--- config.mk ---
export PLATFORM = sky130hd
export DESIGN_NAME = lookup_ctrl
export DESIGN_NICKNAME = d
export VERILOG_FILES = /design/src/cache_pkg.sv /design/src/lookup_ctrl.sv
export VERILOG_INCLUDE_DIRS = /design/src
export SDC_FILE = /design/constraint.sdc
export NUM_CORES = 1
export LEC_CHECK = 0
export BUFFER_PORTS_ARGS = -buffer_cell sky130_fd_sc_hd__buf_2
export CAP_MARGIN = 10
export CORE_AREA = 8 8 485 487
export DETAILED_ROUTE_END_ITERATION = 8
export DIE_AREA = 0 0 493 495
export MAX_ROUTING_LAYER = met4
export RECOVER_POWER = 100
export REMOVE_ABC_BUFFERS = 1
export SYNTH_ARGS = -nofsm -noshare
export SYNTH_HDL_FRONTEND = slang
export SYNTH_SLANG_ARGS = --single-unit
--- constraint.sdc ---
create_clock -name clk -period 3.5 [get_ports clk]
set_input_delay 0.7 -clock clk [delete_from_list [all_inputs] [get_ports clk]]
set_output_delay 0.7 -clock clk [all_outputs]
set_load 0.005 [all_outputs]
--- src/cache_cfg.svh ---
/* geometry macros for the set-associative cache
   ways, sets, word and line sizes, tag and tq id widths */

`ifndef CACHE_CFG_SVH
`define CACHE_CFG_SVH

// ====================
// associativity and depth
// ====================
`define CACHE_NUM_WAYS        4     // ways per set
`define CACHE_NUM_SETS        16    // sets in the tag array

// ====================
// line layout
// ====================
`define CACHE_WORD_W          32    // bits per data word
`define CACHE_WORDS_PER_LINE  4     // words per cache line

// address is {tag, set, byte offset}, upper offset bits pick the word
`define CACHE_TAG_W           8     // tag bits of the 16 bit address

// transaction queue id carried with every request
`define CACHE_TQ_ID_W         4

`endif

--- src/cache_pkg.sv ---
/* cache pipeline types
   geometry localparams, opcode and result enums,
   request / response / pipe bus structs */

`include "cache_cfg.svh"

package cache_pkg;

  // ====================
  // geometry
  // ====================
  localparam int NUM_WAYS       = `CACHE_NUM_WAYS;
  localparam int NUM_SETS       = `CACHE_NUM_SETS;
  localparam int WORD_W         = `CACHE_WORD_W;
  localparam int WORDS_PER_LINE = `CACHE_WORDS_PER_LINE;
  localparam int TAG_W          = `CACHE_TAG_W;
  localparam int TQ_ID_W        = `CACHE_TQ_ID_W;

  localparam int WAY_W      = $clog2(NUM_WAYS);        // encoded way
  localparam int SET_W      = $clog2(NUM_SETS);        // set index
  localparam int WORD_OFF_W = $clog2(WORDS_PER_LINE);  // word within line
  localparam int BYTE_OFF_W = $clog2(WORD_W / 8);      // byte within word
  localparam int OFFSET_W   = WORD_OFF_W + BYTE_OFF_W; // line offset
  localparam int ADDR_W     = TAG_W + SET_W + OFFSET_W;

  // ====================
  // scalar types
  // ====================
  typedef logic [ADDR_W-1:0]     addr_t;
  typedef logic [TAG_W-1:0]      tag_t;
  typedef logic [SET_W-1:0]      set_idx_t;
  typedef logic [OFFSET_W-1:0]   offset_t;
  typedef logic [WORD_OFF_W-1:0] word_off_t;
  typedef logic [NUM_WAYS-1:0]   way_vec_t;  // one bit per way
  typedef logic [WAY_W-1:0]      way_idx_t;
  typedef logic [WORD_W-1:0]     word_t;
  typedef word_t [WORDS_PER_LINE-1:0] line_t; // word 0 in the low bits
  typedef logic [TQ_ID_W-1:0]    tq_id_t;

  // data array address, set in the upper bits
  typedef struct packed {
    set_idx_t set;
    way_idx_t way;
  } cl_addr_t;

  typedef enum logic [1:0] {RD_LU, WR_LU, FILL_LU} lu_op_e;
  typedef enum logic [1:0] {NO_RSP, HIT, MISS, FILL} lu_result_e;
  typedef enum logic {FILL_REQ_OP, DIRTY_EVICT_OP} fm_op_e;

  // ====================
  // interface structs
  // ====================
  typedef struct packed {
    logic   valid;
    lu_op_e op;
    tq_id_t tq_id;
    addr_t  address;
    word_t  data;     // write word
    line_t  cl_data;  // fill line
  } lu_req_t;

  // one set of the tag array
  typedef struct packed {
    tag_t [NUM_WAYS-1:0] tags;
    way_vec_t            valid;
    way_vec_t            modified;
    way_vec_t            mru;
  } set_state_t;

  // carried q1 -> q2 -> q3, lookup fields filled in q2
  typedef struct packed {
    logic     valid;
    lu_op_e   op;
    tq_id_t   tq_id;
    tag_t     tag;
    set_idx_t set;
    offset_t  offset;
    word_t    data;
    line_t    cl_data;
    way_vec_t hit_vec;
    logic     hit;
    logic     miss;
    way_vec_t victim_vec;
    way_idx_t victim_way;
    tag_t     victim_tag;   // tag being displaced by a fill
    logic     dirty_evict;
    cl_addr_t cl_addr;
  } pipe_bus_t;

  typedef struct packed {
    way_vec_t   hit_vec;
    way_idx_t   hit_way;
    way_vec_t   victim_vec;
    way_idx_t   victim_way;
    tag_t       victim_tag;
    logic       dirty_evict;
    set_state_t next_set;
  } way_res_t;

  typedef struct packed {
    logic     valid;
    cl_addr_t cl_addr;
    line_t    line;
  } cl_wr_t;

  typedef struct packed {
    logic       valid;
    lu_op_e     op;
    lu_result_e result;
    tq_id_t     tq_id;
    addr_t      address;
    line_t      cl_data;
  } lu_rsp_t;

  typedef struct packed {
    logic   valid;
    fm_op_e opcode;
    addr_t  address;
    tq_id_t tq_id;
    line_t  data;
  } fm_req_t;

endpackage

--- src/lookup_ctrl.sv ---
`timescale 1ns/1ps
/* lookup_ctrl: q1..q3 pipe registers, set hazard forwarding,
   data array read address, lookup response and far memory request */

module lookup_ctrl (
  input  logic                  clk,
  input  logic                  reset,
  input  cache_pkg::lu_req_t    lu_req,
  output cache_pkg::set_idx_t   set_rd_addr,
  input  cache_pkg::set_state_t set_rd,       // tag array read, q2
  output cache_pkg::pipe_bus_t  lu_q2,
  output cache_pkg::set_state_t set_q2,
  input  cache_pkg::way_res_t   res,
  output logic                  set_wr_en,
  output cache_pkg::set_idx_t   set_wr_addr,
  output cache_pkg::set_state_t set_wr,
  output cache_pkg::cl_addr_t   cl_rd_addr,
  output cache_pkg::pipe_bus_t  lu_q3,
  input  cache_pkg::line_t      line_q3,      // forwarded data array line
  output cache_pkg::lu_rsp_t    lu_rsp,
  output cache_pkg::fm_req_t    fm_req
);
  import cache_pkg::*;

  pipe_bus_t  lu_q1;
  pipe_bus_t  bus_q2;      // q2 with lookup results filled in
  set_state_t set_wr_q3;   // last set write, for b2b same-set access
  logic       set_hazard;
  logic       evict_q3;
  logic       miss_req_q3;

  // ====================
  // q1
  // ====================
  always_comb begin
    lu_q1         = '0;
    lu_q1.valid   = lu_req.valid;
    lu_q1.op      = lu_req.op;
    lu_q1.tq_id   = lu_req.tq_id;
    lu_q1.tag     = lu_req.address[ADDR_W-1 -: TAG_W];
    lu_q1.set     = lu_req.address[OFFSET_W +: SET_W];
    lu_q1.offset  = lu_req.address[OFFSET_W-1:0];
    lu_q1.data    = lu_req.data;
    lu_q1.cl_data = lu_req.cl_data;
  end

  assign set_rd_addr = lu_q1.set;    // tag array read

  // ====================
  // q2
  // ====================
  // q3 wrote this set last cycle, ram read is stale
  assign set_hazard  = lu_q2.valid && lu_q3.valid && (lu_q2.set == lu_q3.set);
  assign set_q2      = set_hazard ? set_wr_q3 : set_rd;
  assign set_wr_en   = lu_q2.valid;
  assign set_wr_addr = lu_q2.set;
  assign set_wr      = res.next_set;

  always_comb begin
    bus_q2             = lu_q2;
    bus_q2.hit_vec     = res.hit_vec;
    bus_q2.hit         = |res.hit_vec;
    bus_q2.miss        = lu_q2.valid && !(|res.hit_vec);
    bus_q2.victim_vec  = res.victim_vec;
    bus_q2.victim_way  = res.victim_way;
    bus_q2.victim_tag  = res.victim_tag;
    bus_q2.dirty_evict = res.dirty_evict;
    bus_q2.cl_addr.set = lu_q2.set;
    bus_q2.cl_addr.way = (lu_q2.op == FILL_LU) ? res.victim_way : res.hit_way;
  end

  assign cl_rd_addr = bus_q2.cl_addr;   // data array read

  always_ff @(posedge clk) begin
    lu_q2     <= lu_q1;
    lu_q3     <= bus_q2;
    set_wr_q3 <= set_wr;
    if (reset) begin
      lu_q2.valid <= 1'b0;
      lu_q3.valid <= 1'b0;
    end
  end

  // ====================
  // q3
  // ====================
  always_comb begin
    lu_rsp         = '0;
    lu_rsp.valid   = lu_q3.valid;
    lu_rsp.op      = lu_q3.op;
    lu_rsp.tq_id   = lu_q3.tq_id;
    lu_rsp.address = {lu_q3.tag, lu_q3.set, lu_q3.offset};
    lu_rsp.result  = !lu_q3.valid           ? NO_RSP :
                     (lu_q3.op == FILL_LU)  ? FILL   :
                     lu_q3.hit              ? HIT    : MISS;
    if (lu_q3.op == FILL_LU) begin
      lu_rsp.cl_data = lu_q3.cl_data;
    end else if ((lu_q3.op == RD_LU) && lu_q3.hit) begin
      lu_rsp.cl_data = line_q3;                     // read hit data
    end
  end

  assign evict_q3    = lu_q3.valid && lu_q3.dirty_evict;   // only fills raise it
  assign miss_req_q3 = lu_q3.valid && lu_q3.miss && (lu_q3.op != FILL_LU);

  always_comb begin
    fm_req = '0;
    if (evict_q3) begin
      fm_req.valid   = 1'b1;
      fm_req.opcode  = DIRTY_EVICT_OP;
      fm_req.address = {lu_q3.victim_tag, lu_q3.set, offset_t'(0)};
      fm_req.tq_id   = lu_q3.tq_id;
      fm_req.data    = line_q3;                     // victim's old line
    end else if (miss_req_q3) begin
      fm_req.valid   = 1'b1;
      fm_req.opcode  = FILL_REQ_OP;
      fm_req.address = {lu_q3.tag, lu_q3.set, lu_q3.offset};
      fm_req.tq_id   = lu_q3.tq_id;
    end
  end

  // one far memory request per cycle
  a_one_fm_req: assert property (@(posedge clk) disable iff (reset)
    !(evict_q3 && miss_req_q3))
    else $error("lookup_ctrl: dirty evict and miss request together");

endmodule

# Word level (Yosys, flattened, before mapping)
# Cells that the tools add are included.
# totals
ff_bits	433
input_bits	422
out_inout_bits	826
elab_cells	61
# op_classes
n_eq_ne	4
n_mux	10
n_reduce_logical	10
# ops
operator	n
$mux 128	3
$mux 22	2
$mux 44	1
$mux 2	4
$logic_and 1x1->1	7
$eq 2x2->1 const B	2
$eq 4x4->1	1
$reduce_or 4->1	1
$logic_not 2->1	1
$ne 2x2->1 const B	1
$logic_not 1->1	1

# Logic depth before layout (Yosys ltp)
# Gate-level depths: netlist of the first run.
# depth
ltp_word	4
depth_mapped	6

# Worst setup path before layout of the first run
# No wires, ideal clock.
# synth_path
kind	register -> output
startpoint	register lu_q2 (netlist bit set_wr_addr[0])
endpoint	output set_q2[10] (netlist name)
t_arrival_ns	1.773
required_time_ns	2.800
path_slack_ns	1.027
stages_incl_launch_ff	7
path_cell_list	dfxtp_1 -> inv_1 -> a222oi_1 -> or4b_1 -> buf_6 -> buf_12 -> mux2_4
# synth_rtl
item	line_no	source
start, declared	lookup_ctrl.sv:11	output cache_pkg::pipe_bus_t lu_q2,
start signal, assigned	lookup_ctrl.sv:75	lu_q2 <= lu_q1;
end, declared	lookup_ctrl.sv:12	output cache_pkg::set_state_t set_q2,

==> metrics.csv, run 1 <==
metric,value,unit
Post-synth EDFFs,0,
final-report hold violation count,0,
insertion delay to the later sink of the worst-skew pair,0.71,ns
share of cells above drive strength 1,0.484,
CTS root buffer,clkbuf_16,
antenna violations before repair,187,
max cap viols,0,
Final Max Slew Viols,0,
critical path arrival,2.78,ns
DR vias,14300,
r2r worst-path depth,3,
largest net degree at the start of global routing,105,
H-Tree Depth,2,
CP required,2.80,ns
Die H,495,um
vias in the first global route,14600,
Synth area leader,dfxtp_1,
Max clock buf depth,3,
DP HPWL,184000,um
TritonCTS clock tree,yes,
CTS buffer count,61,
"Seq/Total Area, Yosys",0.615,
Tmin final,3.48,ns
Die ar.,244000,um^2
Via density,2.63,
most frequent cells in the layout,"buf_2 (903), dfxtp_1 (424), clkbuf_1 (302)",
number of synthesized register bits,433,
top_reg_cell synth,dfxtp_1,
# nets final,2672,
drt drc,0,
hold_sp,lu_req[159],
CTS Sinks,433,
Pleak,11.7,nW
Hold Path Stages,1,
FILL cells,26500,
PortBufs,1220,
DRT Pass-1 Iters,5,
WL final,204000,um
# setup viols final,0,
synth top area cells,"dfxtp_1 (62%), buf_4 (16%), a22o_1 (8.5%)",
combinational share of power,0.132,
Sequential Power Share,0.374,
Synth-to-Final Area Change,81.3,%
PD cells,563,nW/um^2
GR Util All Layers,0.163,
Finished Layout Cells,5433,
die width,493,um
worst setup margin,0.0190,ns
grt ovf,0,
Synth warnings,0,
Fmax achieved,287,MHz
core area,228000,um^2
Cell Rows,176,
worst r2r src,set_wr_en,
worst relative slew slack,0.512,
CP Class,flop to output port,
DP Cell Count,5067,
reg2reg end,lu_q3[209],
Worst VDD drop,0.355,mV
worst slew pin tran,0.732,ns
Net Sw Frac,0.304,
share of the synthesized area in the top cell type,0.615,
first-pass GRT wire length,238000,um
"antenna viol nets, final",0,
final period utilization,0.995,
I/O pin count,1248,
Clock transition at path regs,0.07,ns
Syn Area/Cell,12.4,um^2
"worst slack, placed",0.527,ns
Wirelength per Cell,37.6,um
crit start category,flop,
Yosys cell types,26,
hold crit path type,input port to flop,
power share of the clock group,0.493,
gp weighted congestion,0.912,
"commonest non-fill, non-tap cell in the layout",buf_2,
sw power,0.00437,W
clock skew,0.0100,ns
Gate Count Post-Synth,1139,
combined area of all synthesized cells,14100,um^2
worst reg-to-reg setup slack,2.19,ns
crit-path max FO,7,
Hold Path Sink,lu_q2[186],
ys async rst share,0,
Critical Path End Type,output port,
cell internal pwr,0.0100,W
DR iter-0 viols,888,
initial core utilization,0.0618,
status,"finished, final reports clean",
[registers in the layout (all words and copies together) (netlist names)]
name / count
set_wr_en: 1
lu_q2: 178
set_wr_q3: 44
lu_q3: 206
set_wr_addr: 4
[what timing repair did]
item,4_1_cts,5_1_grt
buffers inserted,0,4
hold buffers,138,0
gates cloned,0,4
endpoints found under the setup margin,74,30
hold endpoints to repair,138,0
pin swaps,0,1
resized for setup,13,49
[kinds of logic (layout without fill, tap and decap cells)]
logic type                after synthesis  in the layout  share of synthesized area
DFF                                   433            433                      0.615
other                                   1            134                   0.000266
and+or+nand+nor                       152            152                     0.0678
AOI/OAI and AO/OA                     142            142                     0.0876
muxes                                  46             46                     0.0474
xor gates and xnor gates                1              1                   0.000622
buffers and inverters                 364           1499                      0.181
[synthesized netlist by cell type (2+ instances only)]
library cell  instances
a22o_1              136
and2_1               13
and3_1              128
buf_12                4
buf_4               296
clkbuf_1             59
dfxtp_1             433
inv_1                 4
mux2_2                6
mux2_4               40
nor2_1                2
nor2b_1               4
[how the worst max path moves through the flow]
stage,start,end,depth (start not counted)
CTS,set_wr_addr[0],set_q2[21],6
global route,lu_q3[5],set_q2[16],6
detailed placement,set_wr_addr[0],set_q2[21],6
floorplan,lu_q3[22],lu_rsp[0],2
global placement,lu_q3[4],set_q2[21],5
finish,lu_q3[4],set_q2[41],5
[area by class of cell]
cell class	count	area, um^2	share of cell area
Antenna cell	107	268	0.0105
Timing Repair Buffer	1382	7560	0.296
Inverter	4	15.0	0.000588
Clock inverter	44	612	0.0239
Sequential cell	433	8700	0.340
Tap cell	3026	3790	0.148
Multi-Input combinational cell	368	2990	0.117
Clock buffer	69	1630	0.0637
[per-layer routing]
| metal | GRT usage | vias up | wire (um) |
|---|---|---|---|
| met1 | 0.162 | 6713 | 71400 |
| met2 | 0.254 | 1266 | 89900 |
| li1 | - | 6003 | - |
| met5 | - | - | 0 |
| met4 | 0.0286 | 0 | 4740 |
| met3 | 0.130 | 299 | 38300 |
[metrics by stage]
stage	utilization	hold slack, ns	power [W]	instance area, um^2	TNS (ns)
after global routing	0.112	0.0279	0.0151	25500	-2.49
after floorplan	-	0.353	0.00572	11700	-700.67
final	0.112	0.0944	0.0144	25600	0
after global placement	0.0955	0.335	0.00735	21800	0
after CTS	0.111	0.000207	0.0149	25400	0
after detailed placement	0.0955	0.330	0.00737	21800	0
[power groups by stage]
stage	combinational, W	clock (W)	sequential (W)
2_1_floorplan	0.000255	0	0.00546
3_3_place_gp	0.00187	0	0.00548
3_5_place_dp	0.00187	0	0.00550
4_1_cts	0.00204	0.00745	0.00539
5_1_grt	0.00208	0.00758	0.00542
6_report	0.00190	0.00710	0.00539
[critical path, cell delays in order (launching register included)]
cell,delay [ns]
dfxtp_4,0.41
a222oi_1,0.36
or4b_4,0.64
clkbuf_16,0.22
mux2_4,0.30
buf_2,0.16
No activity file was read; power rests on OpenSTA's default activity.
==> inputs of run 2 (changes only) <==
Settings changed: CELL_PAD_IN_SITES_DETAIL_PLACEMENT set to 0, CELL_PAD_IN_SITES_GLOBAL_PLACEMENT set to 1, CORE_AREA 8 8 485 487 to 8 8 479 481, DIE_AREA 0 0 493 495 to 0 0 487 489, PLACE_DENSITY_LB_ADDON set to 0.1.
==> run 2 against run 1 <==
Effect of this change: die area is 2.4% lower; register-to-register slack better by 0.11 ns; clock skew is 0.0036 ns higher; hold slack better by 0.045 ns; flip-flop and latch count stayed put; fmax is 4.5% higher; combinational power shrank 28%; highest routed layer unchanged; sequential power about the same; critical path type unchanged; core utilization is 0.60 points lower; sequential share of layout area grew 2.9 points; non-clock buffer count fell by 146; setup slack better by 0.15 ns.
==> metrics.csv, run 2 (same netlist as run 1, synthesis figures left out) <==
metric,value,unit,change
Max clock buf depth,3,,unchanged
H-Tree Depth,3,,+1
core area,221000,um^2,-2.9%
post-route cell area,23500,um^2,-8.2%
CP Class,flop to output port,,
Die H,489,um,-1.2%
CP required,2.80,ns,about the same
Synth-to-Final Area Change,66.5,%,
max cap viols,0,,unchanged
crit start category,flop,,
DR vias,12800,,-10%
grt ovf,0,,unchanged
CTS root buffer,clkbuf_16,,
RSZ-0062 raised after global routing,yes,,
Critical Path End Type,output port,,
worst slew pin tran,0.798,ns,+0.0664 ns
Via density,2.47,,-5.9%
antenna violations before repair,68,,-64%
WL final,128000,um,-37%
# nets final,2532,,-5.2%
crit-path max FO,31,,+24
Pleak,10.6,nW,-9.2%
first-pass GRT wire length,157000,um,-34%
largest net degree at the start of global routing,77,,-27%
worst relative slew slack,0.468,,-0.0443
Final Max Slew Viols,0,,unchanged
Regs by FF count,"lu_q3 x206, lu_q2 x178, set_wr_q3 x44",,
hold crit path type,input port to flop,,
worst setup margin,0.170,ns,+0.151 ns
"worst slack, placed",0.575,ns,+0.0477 ns
max FFs per register,206,,unchanged
DRT Pass-1 Iters,4,,-1
worst reg-to-reg setup slack,2.30,ns,+0.11 ns
"commonest non-fill, non-tap cell in the layout",buf_2,,
Post-CTS Hold Fix Bufs,0,,-100%
Wirelength per Cell,24.8,um,-34%
GR Util All Layers,0.104,,-0.0593
CTS buffer count,67,,+9.8%
share of cells above drive strength 1,0.438,,-0.0457
Fmax achieved,300,MHz,+4.5%
TritonCTS clock tree,yes,,
Die ar.,238000,um^2,-2.4%
status,"finished, final reports clean",,
Tmin final,3.33,ns,-0.151 ns
final-report hold violation count,0,,unchanged
DP Cell Count,5015,,-1.0%
initial core utilization,0.0636,,+0.00187
clock skew,0.0136,ns,+0.00360 ns
area post-placement,21700,um^2,-0.37%
setup_tns,0,ns,unchanged
Worst VDD drop,0.321,mV,-9.5%
gp weighted congestion,0.806,,-12%
CTS Sinks,433,,unchanged
vias in the first global route,14100,,-3.4%
FILL cells,25900,,-2.3%
DR iter-0 viols,498,,-44%
final period utilization,0.951,,-0.0433
PD cells,579,nW/um^2,+2.8%
# setup viols final,0,,unchanged
power after layout,0.0136,W,-5.6%
Clock transition at path regs,0.05,ns,-0.02 ns
insertion delay to the later sink of the worst-skew pair,0.66,ns,-0.05 ns
I/O pin count,1248,,unchanged
PortBufs,1220,,unchanged
Finished Layout Cells,5185,,-4.6%
Cell Rows,173,,-1.7%
drt drc,0,,unchanged
DP HPWL,112000,um,-39%
Biggest register,lu_q3,,
die width,487,um,-1.2%
critical path arrival,2.63,ns,-0.15 ns
"antenna viol nets, final",0,,unchanged
most frequent cells in the layout,"buf_2 (771), clkbuf_1 (460), dfxtp_1 (430)",,
[run 2: changes by cell type in the layout (fill, tap and decap cells not counted), sizes merged, moves of 7 or more]
cell | before | now
clkbuf | 372 | 541
buf | 941 | 786
dlygate4sd3 | 138 | 0
diode | 107 | 49
inv | 22 | 9
clkinv | 8 | 18
bufinv | 10 | 3
[run 2: worst paths after layout]
| check | to | cells past startpoint | from |
|---|---|---|---|
| worst max-delay path | set_q2[32] | 6 | set_wr_addr[0] |
| worst min-delay path | lu_q3[9] | 1 | res[47] |
| worst max register to register | lu_q3[1] | 2 | lu_q2[208] |
| worst min register to register | lu_q3[94] | 0 | lu_q2[94] |
[run 2: area by class of cell]
| cell class | count | area, um^2 | area share |
|---|---|---|---|
| well taps | 2975 | 3720 | 0.159 |
| clock inverters | 29 | 273 | 0.0116 |
| diodes | 49 | 123 | 0.00523 |
| flip-flops and latches | 433 | 8680 | 0.370 |
| repair buffers | 1236 | 5740 | 0.244 |
| inverters | 4 | 15.0 | 0.000640 |
| multi-input cells | 368 | 2990 | 0.127 |
| clock buffers | 91 | 1930 | 0.0823 |
[run 2: metal layers]
layer	track usage	wire, um	vias to the layer above
met1	0.101	46200	6084
li1	-	-	5613
met3	0.0575	15500	153
met5	-	0	-
met4	0.0251	3240	0
met2	0.180	63600	978
[run 2: worst max-delay path: stages, from the launching register on]
cell      delay (ns)
dfxtp_2         0.35
inv_1           0.06
a222oi_1        0.30
or4b_4          0.53
buf_12          0.19
mux2_4          0.35
buf_2           0.13
[run 2: through the flow]
| step | utilization | hold slack, ns |
|---|---|---|
| floorplan | - | 0.353 |
| global placement | 0.0980 | 0.330 |
| global route | 0.106 | 0.0429 |
| finish | 0.106 | 0.139 |
| detailed placement | 0.0980 | 0.332 |
| CTS | 0.108 | 0.0151 |
[run 2: timing repair]
item                       4_1_cts  5_1_grt
gates cloned                     0        0
setup endpoints to repair       32       36
gates resized for setup          2        1
setup buffers                    1        0
[run 2: report_power, final]
| part | total, W | internal, W | switching, W | leakage (nW) |
|---|---|---|---|---|
| clock | 0.00682 | 0.00410 | 0.00272 | 1.09 |
| combinational | 0.00136 | 0.000528 | 0.000836 | 5.89 |
| sequential | 0.00541 | 0.00520 | 0.000202 | 3.65 |
| total | 0.0136 | 0.00983 | 0.00376 | 10.6 |
